$ cat config.mk
export PLATFORM = sky130hd
export DESIGN_NAME = codec_init_top
export DESIGN_NICKNAME = d
export VERILOG_FILES = /design/src/i2c_pkg.sv /design/src/codec_pkg.sv /design/src/codec_init_top.sv /design/src/i2c_write_master.sv /design/src/codec_init_seq.sv
export SDC_FILE = /design/constraint.sdc
export NUM_CORES = 1
export LEC_CHECK = 0
export ABC_CLOCK_PERIOD_IN_PS = 2200
export BUFFER_PORTS_ARGS = -buffer_cell sky130_fd_sc_hd__buf_2
export CAP_MARGIN = 20
export CORE_MARGIN = 1.5
export CORE_UTILIZATION = 61
export CTS_BUF_LIST = sky130_fd_sc_hd__clkbuf_8
export DETAILED_ROUTE_END_ITERATION = 7
export GPL_ROUTABILITY_DRIVEN = 0
export PLACE_DENSITY = 0.9
export SKIP_LAST_GASP = 1
export SLEW_MARGIN = 20
export SYNTH_ARGS = -nofsm -noshare
export SYNTH_HDL_FRONTEND = slang
export SYNTH_SLANG_ARGS = --single-unit
export TNS_END_PERCENT = 20
$ cat constraint.sdc
create_clock -name i_clk -period 2.2 [get_ports i_clk]
set_clock_uncertainty 0.1 [all_clocks]
set_input_delay 0.33 -clock i_clk [delete_from_list [all_inputs] [get_ports i_clk]]
set_output_delay 0.33 -clock i_clk [all_outputs]
set_load 0.01 [all_outputs]
$ cat src/i2c_pkg.sv
package i2c_pkg;

    // One write frame, address byte is dev_addr plus a zero write bit
    typedef struct packed {
        logic [6:0] dev_addr;
        logic [7:0] byte1;    // Register address and data bit 8
        logic [7:0] byte2;    // Data bits 7 to 0
    } i2c_frame_t;

    // Outcome of one frame
    typedef struct packed {
        logic       nack;
        logic [1:0] byte_idx;  // Byte that got the NACK, 0 is the address byte
    } i2c_result_t;

    // Master bus phases
    typedef enum logic [2:0] {
        PH_IDLE,
        PH_START,
        PH_BIT_LO,
        PH_BIT_HI,
        PH_ACK_LO,
        PH_ACK_HI,
        PH_STOP
    } i2c_phase_e;

endpackage

$ cat src/codec_pkg.sv
package codec_pkg;

    // 7-bit I2C address of the codec, 8'h34 on the wire with the write bit
    localparam logic [6:0] CODEC_DEV_ADDR = 7'h1A;

    localparam int CODEC_N_REGS = 7;

    // One codec register write, 7-bit address and 9-bit data
    typedef struct packed {
        logic [6:0] reg_addr;
        logic [8:0] reg_data;
    } codec_reg_write_t;

    // Power-up sequence, sent in index order
    localparam codec_reg_write_t CODEC_INIT_TABLE [CODEC_N_REGS] = '{
        '{reg_addr: 7'h0F, reg_data: 9'h000},  // Reset
        '{reg_addr: 7'h04, reg_data: 9'h015},  // Analogue audio path
        '{reg_addr: 7'h05, reg_data: 9'h000},  // Digital audio path
        '{reg_addr: 7'h06, reg_data: 9'h000},  // Power down control
        '{reg_addr: 7'h07, reg_data: 9'h042},  // Interface format
        '{reg_addr: 7'h08, reg_data: 9'h019},  // Sampling control
        '{reg_addr: 7'h09, reg_data: 9'h001}   // Active
    };

endpackage
$ cat src/codec_init_top.sv
`timescale 1ns/100ps

module codec_init_top #(
    parameter int CLK_DIV   = 4,
    parameter int MAX_RETRY = 2
) (
    input  logic i_clk,
    input  logic i_rst_n,
    input  logic i_start,
    input  logic i_sda,     // Resolved SDA line
    output logic o_scl,
    output logic o_sda_oe,  // High pulls SDA low
    output logic o_busy,
    output logic o_done,
    output logic o_error
);

    logic                 cmd_valid;
    logic                 cmd_ready;
    i2c_pkg::i2c_frame_t  cmd_frame;
    logic                 rsp_valid;
    i2c_pkg::i2c_result_t rsp;

    codec_init_seq #(
        .MAX_RETRY (MAX_RETRY)
    ) u_seq (
        .i_clk       (i_clk),
        .i_rst_n     (i_rst_n),
        .i_start     (i_start),
        .o_cmd_valid (cmd_valid),
        .o_cmd_frame (cmd_frame),
        .i_cmd_ready (cmd_ready),
        .i_rsp_valid (rsp_valid),
        .i_rsp       (rsp),
        .o_busy      (o_busy),
        .o_done      (o_done),
        .o_error     (o_error)
    );

    i2c_write_master #(
        .CLK_DIV (CLK_DIV)
    ) u_master (
        .i_clk       (i_clk),
        .i_rst_n     (i_rst_n),
        .i_cmd_valid (cmd_valid),
        .i_cmd_frame (cmd_frame),
        .o_cmd_ready (cmd_ready),
        .o_rsp_valid (rsp_valid),
        .o_rsp       (rsp),
        .o_scl       (o_scl),
        .o_sda_oe    (o_sda_oe),
        .i_sda       (i_sda)
    );

endmodule

$ cat src/i2c_write_master.sv
`timescale 1ns/100ps

module i2c_write_master #(
    parameter int CLK_DIV = 4
) (
    input  logic                   i_clk,
    input  logic                   i_rst_n,
    input  logic                   i_cmd_valid,
    input  i2c_pkg::i2c_frame_t    i_cmd_frame,
    output logic                   o_cmd_ready,
    output logic                   o_rsp_valid,
    output i2c_pkg::i2c_result_t   o_rsp,
    output logic                   o_scl,
    output logic                   o_sda_oe,
    input  logic                   i_sda
);

    localparam int DIV_W = (CLK_DIV > 1) ? $clog2(CLK_DIV) : 1;
    localparam int MID   = CLK_DIV / 2;

    i2c_pkg::i2c_phase_e phase;
    logic [DIV_W-1:0]    div_cnt;
    logic                half_end;
    logic                mid;
    logic [2:0]          bit_cnt;
    logic [1:0]          byte_cnt;
    logic                nack;
    logic [23:0]         shift;

    assign half_end = (div_cnt == DIV_W'(CLK_DIV - 1));
    assign mid      = (div_cnt == DIV_W'(MID));

    assign o_cmd_ready = (phase == i2c_pkg::PH_IDLE);
    assign o_rsp       = '{nack: nack, byte_idx: byte_cnt};

    // Address byte with write bit, then the two data bytes, MSB first
    always_ff @(posedge i_clk) begin
        if (phase == i2c_pkg::PH_IDLE && i_cmd_valid) begin
            shift <= {i_cmd_frame.dev_addr, 1'b0, i_cmd_frame.byte1, i_cmd_frame.byte2};
        end else if (phase == i2c_pkg::PH_BIT_HI && half_end) begin
            shift <= {shift[22:0], 1'b0};
        end
    end

    always_ff @(posedge i_clk) begin
        if (!i_rst_n) begin
            phase       <= i2c_pkg::PH_IDLE;
            div_cnt     <= '0;
            bit_cnt     <= '0;
            byte_cnt    <= '0;
            nack        <= 1'b0;
            o_scl       <= 1'b1;
            o_sda_oe    <= 1'b0;
            o_rsp_valid <= 1'b0;
        end else begin
            o_rsp_valid <= 1'b0;

            // Half period timer, idle only while the bus is free
            if (phase == i2c_pkg::PH_IDLE || half_end) div_cnt <= '0;
            else div_cnt <= div_cnt + 1'b1;

            case (phase)
                i2c_pkg::PH_IDLE: begin
                    if (i_cmd_valid) begin
                        bit_cnt  <= '0;
                        byte_cnt <= '0;
                        nack     <= 1'b0;
                        o_sda_oe <= 1'b1;  // Start, SDA falls with SCL high
                        phase    <= i2c_pkg::PH_START;
                    end
                end
                i2c_pkg::PH_START: begin
                    if (half_end) begin
                        o_scl <= 1'b0;
                        phase <= i2c_pkg::PH_BIT_LO;
                    end
                end
                i2c_pkg::PH_BIT_LO: begin
                    if (mid) o_sda_oe <= ~shift[23];  // Data changes mid low half
                    if (half_end) begin
                        o_scl <= 1'b1;
                        phase <= i2c_pkg::PH_BIT_HI;
                    end
                end
                i2c_pkg::PH_BIT_HI: begin
                    if (half_end) begin
                        o_scl   <= 1'b0;
                        bit_cnt <= bit_cnt + 1'b1;  // Wraps to 0 after each byte
                        if (bit_cnt == 3'd7) phase <= i2c_pkg::PH_ACK_LO;
                        else phase <= i2c_pkg::PH_BIT_LO;
                    end
                end
                i2c_pkg::PH_ACK_LO: begin
                    if (mid) o_sda_oe <= 1'b0;  // Hand SDA to the slave
                    if (half_end) begin
                        o_scl <= 1'b1;
                        phase <= i2c_pkg::PH_ACK_HI;
                    end
                end
                i2c_pkg::PH_ACK_HI: begin
                    if (div_cnt == '0) nack <= i_sda;  // First cycle with SCL high
                    if (half_end) begin
                        o_scl <= 1'b0;
                        if (nack || byte_cnt == 2'd2) begin
                            phase <= i2c_pkg::PH_STOP;
                        end else begin
                            byte_cnt <= byte_cnt + 1'b1;
                            phase    <= i2c_pkg::PH_BIT_LO;
                        end
                    end
                end
                i2c_pkg::PH_STOP: begin
                    // Low half pulls SDA down, high half lets it rise
                    if (mid) o_sda_oe <= ~o_scl;
                    if (half_end) begin
                        if (!o_scl) begin
                            o_scl <= 1'b1;
                        end else begin
                            o_rsp_valid <= 1'b1;
                            phase       <= i2c_pkg::PH_IDLE;
                        end
                    end
                end
                default: phase <= i2c_pkg::PH_IDLE;
            endcase
        end
    end

    a_rsp_pulse: assert property (@(posedge i_clk) disable iff (!i_rst_n)
        o_rsp_valid |=> !o_rsp_valid);

    // Only start and stop may move SDA while SCL is high
    a_sda_scl_high: assert property (@(posedge i_clk) disable iff (!i_rst_n)
        (o_scl && $past(o_scl) && phase != i2c_pkg::PH_START
         && phase != i2c_pkg::PH_STOP) |-> $stable(o_sda_oe));

endmodule

$ cat src/codec_init_seq.sv
`timescale 1ns/100ps

module codec_init_seq #(
    parameter int MAX_RETRY = 2
) (
    input  logic                   i_clk,
    input  logic                   i_rst_n,
    input  logic                   i_start,
    output logic                   o_cmd_valid,
    output i2c_pkg::i2c_frame_t    o_cmd_frame,
    input  logic                   i_cmd_ready,
    input  logic                   i_rsp_valid,
    input  i2c_pkg::i2c_result_t   i_rsp,
    output logic                   o_busy,
    output logic                   o_done,
    output logic                   o_error
);

    localparam int IDX_W   = $clog2(codec_pkg::CODEC_N_REGS);
    localparam int RETRY_W = (MAX_RETRY > 0) ? $clog2(MAX_RETRY + 1) : 1;

    typedef enum logic [1:0] {
        SEQ_IDLE,
        SEQ_ISSUE,   // Frame offered to the master
        SEQ_WAIT,    // Frame on the bus, waiting for the result
        SEQ_DONE
    } seq_state_e;

    seq_state_e                  state;
    logic [IDX_W-1:0]            idx;
    logic [RETRY_W-1:0]          retry_cnt;
    codec_pkg::codec_reg_write_t entry;

    assign entry = codec_pkg::CODEC_INIT_TABLE[idx];

    // Register address goes out with data bit 8 in the low bit
    assign o_cmd_frame.dev_addr = codec_pkg::CODEC_DEV_ADDR;
    assign o_cmd_frame.byte1    = {entry.reg_addr, entry.reg_data[8]};
    assign o_cmd_frame.byte2    = entry.reg_data[7:0];

    assign o_cmd_valid = (state == SEQ_ISSUE);
    assign o_busy      = (state == SEQ_ISSUE) || (state == SEQ_WAIT);

    always_ff @(posedge i_clk) begin
        if (!i_rst_n) begin
            state     <= SEQ_IDLE;
            idx       <= '0;
            retry_cnt <= '0;
            o_done    <= 1'b0;
            o_error   <= 1'b0;
        end else begin
            case (state)
                SEQ_IDLE, SEQ_DONE: begin
                    if (i_start) begin
                        idx       <= '0;
                        retry_cnt <= '0;
                        o_done    <= 1'b0;
                        o_error   <= 1'b0;
                        state     <= SEQ_ISSUE;
                    end
                end
                SEQ_ISSUE: begin
                    if (i_cmd_ready) state <= SEQ_WAIT;  // Handshake done
                end
                SEQ_WAIT: begin
                    if (i_rsp_valid) begin
                        if (!i_rsp.nack) begin
                            retry_cnt <= '0;
                            if (idx == IDX_W'(codec_pkg::CODEC_N_REGS - 1)) begin
                                o_done <= 1'b1;
                                state  <= SEQ_DONE;
                            end else begin
                                idx   <= idx + 1'b1;
                                state <= SEQ_ISSUE;
                            end
                        end else if (retry_cnt < RETRY_W'(MAX_RETRY)) begin
                            retry_cnt <= retry_cnt + 1'b1;  // Same entry again
                            state     <= SEQ_ISSUE;
                        end else begin
                            // Out of tries for this entry
                            o_done  <= 1'b1;
                            o_error <= 1'b1;
                            state   <= SEQ_DONE;
                        end
                    end
                end
                default: state <= SEQ_IDLE;
            endcase
        end
    end

    // Offered frame may not move until the master takes it
    a_cmd_hold: assert property (@(posedge i_clk) disable iff (!i_rst_n)
        o_cmd_valid && !i_cmd_ready |=> o_cmd_valid && $stable(o_cmd_frame));

endmodule

# Yosys cells after proc, flatten, opt, wreduce, memory -nomap -nowiden
# Memory sizes are Yosys's and may differ from the RTL's.
# Index checks and enable logic that the tools add are counted.
[op_classes]
addsub = 5
order_cmp = 2
n_eq_ne = 39
mux = 60
n_bitwise = 4
reduce_logical = 30
[op_table]
columns = ["op", "count"]
rows = [
  ["$mux 16", 4],
  ["$mux 3", 16],
  ["$ne 2x1->1 const B", 16],
  ["$mux 2", 13],
  ["$pmux 3 s7", 1],
  ["$reduce_and 5->1", 4],
  ["$mux 1", 16],
  ["$eq 3x3->1 const B", 5],
  ["$reduce_and 3->1", 5],
  ["$ne 2x2->1 const B", 6],
  ["$pmux 3 s2", 2],
  ["$eq 2x2->1 const B", 5],
  ["$reduce_bool 2->1", 5],
  ["$pmux 1 s2", 4],
  ["$pmux 2 s2", 2],
  ["$reduce_and 4->1", 2],
  ["$reduce_and 8->1", 1],
  ["$add 2x1->2 const B", 3],
  ["$add 3x1->3 const B", 2],
  ["$eq 3x2->1 const B", 2],
  ["$ne 3x3->1 const B", 2],
  ["$pmux 2 s3", 1],
  ["$reduce_or 3->1", 2],
  ["$ge 4x4->1 const B", 1],
  ["other kinds (13)", 20],
]
[totals]
register_bits = 47
rom_bits = 128
inputBits = 4
out_inout_bits = 5
word_cells = 156
mem_count = 1
[mem_list]
columns = ["name", "depth", "width", "rd", "rd_ports_with_merged_regs", "wr", "line_no", "source"]
rows = [
  ["(name not given)", 8, 16, 1, 0, 0, "codec_init_seq.sv:34", "assign entry = codec_pkg::CODEC_INIT_TABLE[idx];"],
]

# Longest topological paths before layout
# Gate-level depths: netlist of the first run.
[logic_depth]
ltp_word = 5
depth_mapped = 7
mapped_depth_nobuf = 6

# By module
# From an unflattened synthesis of the first run, not the netlist that was laid out.
[hier_totals]
cells_unflattened = 247
area_unflattened_um2 = 2534.9
[modules_own_cells]
columns = ["mod", "n_inst", "cells_each", "area_each_um2", "seq_area_each_um2"]
rows = [
  ["i2c_write_master", 1, 148, 1762.9, 991.0],
  ["codec_init_seq", 1, 99, 772.0, 180.2],
]

# Worst setup path before layout of the first run
# No wires, ideal clock.
[synth_timing]
kind = "reg2reg"
from = "reg u_seq.state[1]"
to = "reg u_master.bit_cnt[0]"
setup_ps = 115
arrival_ps = 1778
t_required_ps = 1985
setup_slack_ps = 207
path_stages_with_launch = 7
path_buffers = 0
period_less_slack_ps = 1993
cell_sequence = "dfxtp_1 -> inv_1 -> ha_1 -> or3b_2 -> a21oi_4 -> mux2i_1 -> and2_1"
[synth_via]
elab_chain_cells = 3
[synth_rtl]
columns = ["element", "line_no", "source"]
rows = [
  ["from (decl)", "codec_init_seq.sv:29", "seq_state_e state;"],
  ["from (signal assigned)", "codec_init_seq.sv:46", "state <= SEQ_IDLE;"],
  ["from (signal assigned)", "codec_init_seq.sv:59", "state <= SEQ_ISSUE;"],
  ["from (signal assigned)", "codec_init_seq.sv:63", "if (i_cmd_ready) state <= SEQ_WAIT;"],
  ["$eq 2x1->1", "codec_init_seq.sv:41", "assign o_cmd_valid = (state == SEQ_ISSUE);"],
  ["$ne 2x1->1 (no source line)", "n/a", ""],
  ["$reduce_and 3->1 (no source line)", "n/a", ""],
  ["to (signal assigned)", "i2c_write_master.sv:88", "bit_cnt <= bit_cnt + 1'b1;"],
  ["to (decl)", "i2c_write_master.sv:25", "logic [2:0] bit_cnt;"],
]
# Every way passes these cells.
# A chain may end at the register's enable or synchronous reset.

# Worst setup path in the final report of the first run
[layout_timing]
from = "reg u_seq.state[0]"
to = "reg u_seq.idx[1]"
[layout_via]
elab_chain_cells = 4
word_cells_on_any_way = 11
cone_classes = "eq/ne: 6; mux: 1; reduce/logical: 4"
[layout_rtl]
columns = ["element", "line_no", "source"]
rows = [
  ["$eq 2x2->1 or $logic_not 2->1 (tied branches)", "codec_init_seq.sv:52", "case (state)"],
  ["$reduce_or 2->1", "codec_init_seq.sv:52", ""],
  ["$ne 2x2->1 (no source line) or $reduce_bool 2->1 (tied branches)", "n/a", ""],
  ["$reduce_and 5->1 (no source line)", "n/a", ""],
  ["to (signal assigned)", "codec_init_seq.sv:73", "idx <= idx + 1'b1;"],
  ["to (decl)", "codec_init_seq.sv:30", "logic [IDX_W-1:0] idx;"],
]
# Parallel ways exist; a longest one is shown, timed or not.

==> results of run 1 <==
[logic make-up (layout without fill, tap and decap cells)]
family                     count (synthesis)  in the layout
buffers and inverters                     28             39
muxes                                      7              7
AOI/OAI and AO/OA                         57             57
and+or+nand+nor                          104            104
DFF                                       47             47
adders and majority gates                 14             14
[routing by layer]
layer	share of wire	wire length (um)
met5	0	0
met4	0.016	74
met3	0.049	224
met2	0.49	2237
met1	0.45	2035
[tightest hold or removal path: stages]
cell and delay, ns:
buf_2 0.10, nand4_1 0.09, a21boi_0 0.07
[power groups by stage]
stage          clock network (mW)  registers [mW]  logic [mW]
6_report                    0.630            1.21       0.937
5_1_grt                     0.668            1.23        1.04
4_1_cts                     0.634            1.21       0.929
3_5_place_dp                    0            1.23       0.927
3_3_place_gp                    0            1.22       0.890
2_1_floorplan                   0            1.21       0.667
[metrics by stage]
stage / utilization / instances / setup slack, ns / area, um2 / total power [mW]
after floorplan: - / 257 / 0.2069 / 2367 / 1.873
after global placement: 0.6747 / 308 / 0.2924 / 2489 / 2.114
after detailed placement: 0.6747 / 308 / 0.2053 / 2489 / 2.156
after CTS: 0.7052 / 316 / 0.1926 / 2601 / 2.774
after global routing: 0.7052 / 316 / 0.07350 / 2601 / 2.943
final: 0.7052 / 316 / 0.1778 / 2601 / 2.781
[cells in the final DEF (no fill, tap or decap), types with 5 or more instances in the layout]
cell / count
o21ai_0: 12
buf_2: 8
nand3_1: 10
nand2_1: 41
nor2_1: 15
mux2i_1: 6
edfxtp_1: 16
buf_4: 8
inv_1: 14
and2_1: 11
clkbuf_8: 5
ha_1: 14
a21oi_1: 14
dfxtp_1: 31
nor2b_1: 5
[how the worst max path moves through the flow]
stage	from	end	slack [ns]	depth (start not counted)
detailed placement	u_seq.state[0]$_SDFFE_PN0P_	u_seq.idx[1]$_SDFFE_PN0P_	0.21	6
finish	u_seq.state[0]$_SDFFE_PN0P_	u_seq.idx[1]$_SDFFE_PN0P_	0.18	6
global route	u_seq.state[0]$_SDFFE_PN0P_	u_seq.idx[1]$_SDFFE_PN0P_	0.07	6
floorplan	u_seq.state[1]$_SDFFE_PN0P_	u_master.bit_cnt[0]$_SDFFE_PN0P_	0.21	6
CTS	u_seq.state[0]$_SDFFE_PN0P_	u_seq.idx[1]$_SDFFE_PN0P_	0.19	6
global placement	u_seq.state[0]$_SDFFE_PN0P_	u_seq.idx[1]$_SDFFE_PN0P_	0.29	6
[sequential cells by signal (all words and copies together), names as in the netlist]
register              flops
u_master.bit_cnt          3
u_master.byte_cnt         2
u_master.div_cnt          2
u_master.nack             1
u_master.o_rsp_valid      1
u_master.o_scl            1
u_master.o_sda_oe         1
u_master.phase            3
u_master.shift           24
u_seq.idx                 3
u_seq.o_done              1
u_seq.o_error             1
u_seq.retry_cnt           2
u_seq.state               2
[area by class of cell]
class / count / area share
Clock buffer: 5 / 0.02646
Tap cell: 48 / 0.02309
Multi-Input combinational cell: 182 / 0.4440
Inverter: 14 / 0.02020
Clock inverter: 3 / 0.01684
Timing Repair Buffer: 17 / 0.04618
Sequential cell: 47 / 0.4233
==> impl_metrics.toml, run 1 <==
[status]
status = "finished clean"

[min_path]
hold_depth = 3
worstHoldStart = "i_sda"
holdPathEnd = "u_master.nack$_SDFFE_PN0P_"
min_path_type = "in2reg"

[cts]
clock_path_buffers = 2
cts_resized = 0
clock_latency_ns = 0.30
h-tree-depth = 2
post-cts-setup-buffers = 0
cts_tree = "built"
ctsHoldBuffers = 0
cts_buffers = 5
cts_root_buf = "clkbuf_8"
path_clk_slew_ns = 0.09
cts.sinks = 47

[job]
maxCapViolCount = 0

[sta]
rsz0062_at_grt = "false"
setup_tns_ns = 0
slew_headroom = 0.6856
setup_viol = 0
tightestPinTransition_ns = 0.4690
period_share = 0.9192
maxSlewViolCount = 0
max_clock_freq_mhz = 494.5
finalHoldViolCount = 0
min_period_ns = 2.022
hold_slack_ns = 0.2335

[layout]
fill_cells = 279
multi_input_area_mm2 = 0.001155
area_delta_synth_final_pct = 9.884
diodes = 0
fin_nets = 285
ff_latch_area_mm2 = 0.001101
drive_gt1_frac = 0.1231

[setup_path]
cp-end-kind = "register"
r2r-start = "u_seq.state[0]$_SDFFE_PN0P_"
critical_path.cell_chain = "inv_1, ha_1, nor2b_1, or3_1, and3_1, a31o_2"
r2r_setup_slack_ns = 0.18
crit_type = "reg2reg"
cpPeakStageDelay_ns = 0.47
cp.arrival_ns = 2.12
critPathLaunchType = "register"
cp_top_family = "simple AND/OR/NAND/NOR gates"
rr_worst_depth = 6
path_buf_inv = 1
required_ns = 2.30
slowest_stage = "or3_1"
rr_endpoint = "u_seq.idx[1]$_SDFFE_PN0P_"
cp_max_fo = 5

[floorplanning]
die-area_mm2 = 0.004263
die_w_um = 65.30
pin_count = 9
rows = 22
core_mm2 = 0.003689
die_h_um = 65.30
start_util = 0.6418

[logic_synthesis]
synthAdderAreaFrac = 0.07400
synth-simple-area-share = 0.2188
post-synth-top-count-cell = "nand2_1"
syn_nets = 275
synth_top_family_by_area = "simple AND/OR/NAND/NOR gates"
ys_top_cells_by_count = "nand2_1, dfxtp_1, edfxtp_1"
syn_inst = 257
synth.distinct_cells = 45
ys_warn_count = 0
synthTopCellsByArea = "dfxtp_1, edfxtp_1, ha_1"
synth_mux_area_frac = 0.03013
async_flop_share = 0
syn-cell-area_mm2 = 0.002367
yosysTopAreaCell = "dfxtp_1"
synth_edf_count = 16
synth-compound-area-share = 0.1649
ys_seq_area_frac = 0.4651
postSynthAreaPerCell_um2 = 9.211
synth-xor-area-share = 0
ys_ff_latch = 47
synth_ff_type = "dfxtp_1"
synth_top_area_frac = 0.2622

[drt]
drt_pass1_iterations = 4
drt_first_iter_violations = 85
wl_um = 4570
drcViolationCount = 0
ant_nets = 0
vias_per_cell = 5.832
vias = 1843
wl_per_cell_um = 14.46

[power]
netSwitchingPower_mw = 0.9223
p_int_mw = 1.858
pwr-share-clk = 0.227
switching_share = 0.3317
max-vdd-ir-drop_uv = 700.1
pwr_density_cell_mw_per_mm2 = 1069
pwr-share-seq = 0.436
p_comb_frac = 0.337
p_leak_nw = 1.048

[global_route]
gr-usage-all-layers = 0.2384
met1_usage = 0.2964
antenna_found_initial = 0
grt_max_degree = 27
grt-busiest-layer = "met2"
grt_pass1_vias = 1784
grt_pass1_wl_um = 7886
met3_usage = 0.05993
grt_remaining_overflow = 0
grt_use_met2 = 0.4005

[place]
dpl.hpwl_um = 3225
portBuffers = 8
Power figures use the tool's default switching activity.
==> inputs of run 2 (changes only) <==
--- a/config.mk
+++ b/config.mk
@@ -8,6 +8,7 @@
 export ABC_CLOCK_PERIOD_IN_PS = 2200
 export BUFFER_PORTS_ARGS = -buffer_cell sky130_fd_sc_hd__buf_2
 export CAP_MARGIN = 20
+export CORE_ASPECT_RATIO = 0.5
 export CORE_MARGIN = 1.5
 export CORE_UTILIZATION = 61
 export CTS_BUF_LIST = sky130_fd_sc_hd__clkbuf_8
==> run 2 against run 1 <==
Against the previous run: core utilization is 1.2 points higher; global-route usage is 0.67 points lower; combinational power is 3.8% lower; sequential power hardly changed; critical endpoint unchanged; largest power group unchanged.
==> impl_metrics.toml, run 2 (synthesized netlist as in run 1, its figures left out) <==
[global_route]
grt_pass1_wl_um = 7521
antenna_found_initial = 0
grt_remaining_overflow = 0
gr-usage-all-layers = 0.2317
grt_max_degree = 27
grt_pass1_vias = 1672

[place]
post-place-ws_ns = 0.2167
dpl.hpwl_um = 3045
portBuffers = 8
dp_cells = 308
placed_area_mm2 = 0.002470

[status]
status = "finished clean"

[layout]
layout_commonest_cell = "nand2_1"
largest_reg_flops = 24
utilization = 0.7172
largest_register = "u_master.shift"
mostFrequentLayoutCells = "nand2_1, dfxtp_1, edfxtp_1, nor2_1"
design_area_mm2 = 0.002557
area_delta_synth_final_pct = 8.034
final-instance-count-excl-fill = 316
fin_nets = 282
fill_cells = 270
drive_gt1_frac = 0.1132
diodes = 0

[sta]
rsz0062_at_grt = "false"
finalHoldViolCount = 0
slew_headroom = 0.6787
period_share = 0.9265
max_clock_freq_mhz = 490.6
maxSlewViolCount = 0
setup_tns_ns = 0
setup_viol = 0
fin_ws_ns = 0.1616
hold_slack_ns = 0.2414
tightestPinTransition_ns = 0.4794
min_period_ns = 2.038

[power]
power_mw = 2.645
pwr_density_cell_mw_per_mm2 = 1034
max-vdd-ir-drop_uv = 708.7
p_leak_nw = 1.024

[cts]
cts.sinks = 47
cts_root_buf = "clkbuf_8"
clock_path_buffers = 2
cts_buffers = 5
cts_resized = 0
ctsHoldBuffers = 0
clock_latency_ns = 0.30
h-tree-depth = 2
post-cts-setup-buffers = 0
cts_tree = "built"
path_clk_slew_ns = 0.09

[drt]
drt_first_iter_violations = 128
dr_wl_met3_um = 261
wl_per_cell_um = 13.95
vias_per_cell = 5.839
dr_wl_met2_um = 2001
wl_met1_um = 2107
drt_pass1_iterations = 4
highest_layer = "met4"
ant_nets = 0
vias = 1845
wl_um = 4409
drcViolationCount = 0

[floorplanning]
pin_count = 9
die-area_mm2 = 0.004286
die_h_um = 47.05
die_w_um = 91.10
core_mm2 = 0.003566
start_util = 0.6639
rows = 15

[setup_path]
cp-end-kind = "register"
required_ns = 2.30
cp_max_fo = 11
critPathLaunchType = "register"
cp.arrival_ns = 2.14
r2r_setup_slack_ns = 0.16
crit_type = "reg2reg"

[min_path]
min_path_type = "in2reg"

[job]
maxCapViolCount = 0
## run 2: area by class of cell
type / count / area, um2 / area share
timing repair buffer: 14 / 97.59 / 0.03816
inverter: 14 / 52.55 / 0.02055
clock buffer: 5 / 68.82 / 0.02691
tap: 51 / 63.81 / 0.02495
sequential: 47 / 1101 / 0.4305
clock inverter: 3 / 18.77 / 0.007339
multi-input combinational: 182 / 1155 / 0.4516
## run 2: critical path, cell delays in order (launching register included)
cell and delay, ns:
dfxtp_1 0.35, inv_1 0.06, ha_1 0.32, nor2b_1 0.24, or3_1 0.44, and3_1 0.22, a31o_2 0.21
## run 2: path summary, 6_finish.rpt
kind | startpoint | to | cells past startpoint
worst max-delay path | u_seq.state[0]$_SDFFE_PN0P_ | u_seq.idx[1]$_SDFFE_PN0P_ | 6
worst min-delay path | i_sda | u_master.nack$_SDFFE_PN0P_ | 3
worst max register to register | u_seq.state[0]$_SDFFE_PN0P_ | u_seq.idx[1]$_SDFFE_PN0P_ | 6
worst min register to register | u_master.shift[17]$_SDFFE_PP0P_ | u_master.shift[17]$_SDFFE_PP0P_ | 2
## run 2: per-layer routing
metal  up-vias  GRT usage
li1        917          -
met1       866     0.2993
met2        56     0.4015
met3         6    0.05502
met4         0    0.07813
met5         -          0
## run 2: power breakdown
part,internal [mW],switching (mW)
clock,0.224,0.297
sequential,1.13,0.0922
combinational,0.375,0.526
==> inputs of run 3 (changes only) <==
--- a/config.mk
+++ b/config.mk
@@ -5,7 +5,7 @@
 export SDC_FILE = /design/constraint.sdc
 export NUM_CORES = 1
 export LEC_CHECK = 0
-export ABC_CLOCK_PERIOD_IN_PS = 2200
+export ABC_CLOCK_PERIOD_IN_PS = 2600
 export BUFFER_PORTS_ARGS = -buffer_cell sky130_fd_sc_hd__buf_2
 export CAP_MARGIN = 20
 export CORE_ASPECT_RATIO = 0.5
@@ -20,4 +20,3 @@
 export SYNTH_ARGS = -nofsm -noshare
 export SYNTH_HDL_FRONTEND = slang
 export SYNTH_SLANG_ARGS = --single-unit
-export TNS_END_PERCENT = 20
==> constraint.sdc (replaced) <==
create_clock -name i_clk -period 2.6 [get_ports i_clk]
set_clock_uncertainty 0.1 [all_clocks]
set_input_delay 0.39 -clock i_clk [delete_from_list [all_inputs] [get_ports i_clk]]
set_output_delay 0.39 -clock i_clk [all_outputs]
set_load 0.01 [all_outputs]
==> run 3 against run 2 <==
Against the previous run: first-iteration DRC count down 22%; worst setup slack better by 0.25 ns; sequential power down 13%; die area unchanged; final area down 0.93%; largest cell class unchanged.
==> impl_metrics.toml, run 3 (synthesized netlist as in run 1, its figures left out) <==
[setup_path]
required_ns = 2.51
cp.arrival_ns = 2.10
rr_worst_depth = 5
r2r-start = "u_seq.state[1]$_SDFFE_PN0P_"
r2r_setup_slack_ns = 0.41
cp_top_family = "simple AND/OR/NAND/NOR gates"
critPathLaunchType = "register"
critPathLaunch = "u_seq.state[1]$_SDFFE_PN0P_"
critical_path.cell_chain = "inv_1, ha_1, or3b_2, a21oi_4, buf_4"
slowest_stage = "or3b_2"
cpPeakStageDelay_ns = 0.50
crit_type = "reg2reg"
path_buf_inv = 2
cp-end-kind = "register"
cp_max_fo = 11
rr_endpoint = "u_master.shift[10]$_DFFE_PP_"

[place]
portBuffers = 8
dpl.hpwl_um = 3365
placed_area_mm2 = 0.002450

[floorplanning]
die_h_um = 47.05
rows = 15
die_w_um = 91.10
start_util = 0.6639
pin_count = 9
core_mm2 = 0.003566
die-area_mm2 = 0.004286

[global_route]
gr-usage-all-layers = 0.2457
grt_pass1_wl_um = 7893
grt_pass1_vias = 1713
grt_max_degree = 27
antenna_found_initial = 0
grt_remaining_overflow = 0

[min_path]
holdPathEnd = "u_master.nack$_SDFFE_PN0P_"
min_path_type = "in2reg"
worstHoldStart = "i_sda"
hold_depth = 3

[layout]
area_delta_synth_final_pct = 7.030
largest_reg_flops = 24
utilization = 0.7105
layout_commonest_cell = "nand2_1"
largest_register = "u_master.shift"
drive_gt1_frac = 0.1023
diodes = 0
mostFrequentLayoutCells = "nand2_1, dfxtp_1, edfxtp_1, nor2_1"
fin_nets = 281
design_area_mm2 = 0.002534

[sta]
period_share = 0.8420
finalHoldViolCount = 0
maxSlewViolCount = 0
tightestPinTransition_ns = 0.4891
setup_viol = 0
min_period_ns = 2.189
slew_headroom = 0.6735
setup_tns_ns = 0
max_clock_freq_mhz = 456.8
rsz0062_at_grt = "false"

[power]
p_leak_nw = 1.006
power_mw = 2.219
max-vdd-ir-drop_uv = 556.7
pwr_density_cell_mw_per_mm2 = 875.7

[cts]
path_clk_slew_ns = 0.08
ctsHoldBuffers = 0
cts_tree = "built"
cts.sinks = 47
clock_path_buffers = 2
h-tree-depth = 2
clock_latency_ns = 0.29
cts_root_buf = "clkbuf_8"
cts_buffers = 5
cts_resized = 0
post-cts-setup-buffers = 0

[drt]
drt_first_iter_violations = 100
wl_um = 4794
vias_per_cell = 5.908
wl_per_cell_um = 15.22
vias = 1861
ant_nets = 0
drt_pass1_iterations = 4
drcViolationCount = 0

[job]
maxCapViolCount = 0

[status]
status = "finished clean"
-- run 3: changes by cell type in the layout (fill, tap and decap cells not counted) --
cell	previous run	this run
inv_6	1	0
clkinv_1	0	2
clkinvlp_4	0	1
buf_12	1	0
clkinv_2	2	0
-- run 3: layout make-up --
| cell class | instances | area (um2) |
|---|---|---|
| clock buffer | 5 | 68.82 |
| inverter | 14 | 52.55 |
| clock inverter | 3 | 15.01 |
| tap | 51 | 63.81 |
| multi-input combinational | 182 | 1155 |
| timing repair buffer | 13 | 77.57 |
| sequential | 47 | 1101 |
| fill | 273 | 1032 |
-- run 3: per-layer routing --
metal | vias to the layer above | wire, um | track usage
met5 | - | 0 | 0
met4 | 0 | 23 | 0.07813
met3 | 5 | 282 | 0.05178
met2 | 63 | 2312 | 0.4493
met1 | 889 | 2176 | 0.3071
li1 | 904 | - | -
-- run 3: power by group --
group          internal, mW  switching, mW
Sequential            0.957          0.101
Clock                 0.183          0.239
Combinational         0.286          0.452
-- run 3: worst min-delay path, cell delays in order --
cell,delay (ns)
buf_2,0.11
nand4_1,0.08
a21boi_0,0.07
-- run 3: metrics by stage --
step           cells  hold slack (ns)  setup slack [ns]
6_report         315           0.2933            0.4108
3_5_place_dp     307           0.3515            0.4121
5_1_grt          315           0.3148            0.3082
3_3_place_gp     307           0.3367            0.4882
4_1_cts          315           0.2883            0.3949
2_1_floorplan    257           0.3321            0.6069
-- run 3: worst max path at each step --
stage | cells after the start | slack (ns) | endpoint
after CTS | 5 | 0.39 | u_master.shift[10]$_DFFE_PP_
after floorplan | 6 | 0.61 | u_master.bit_cnt[0]$_SDFFE_PN0P_
after global placement | 5 | 0.49 | u_master.shift[1]$_DFFE_PP_
after global routing | 5 | 0.31 | u_master.shift[4]$_DFFE_PP_
final | 5 | 0.41 | u_master.shift[10]$_DFFE_PP_
after detailed placement | 5 | 0.41 | u_master.shift[3]$_DFFE_PP_
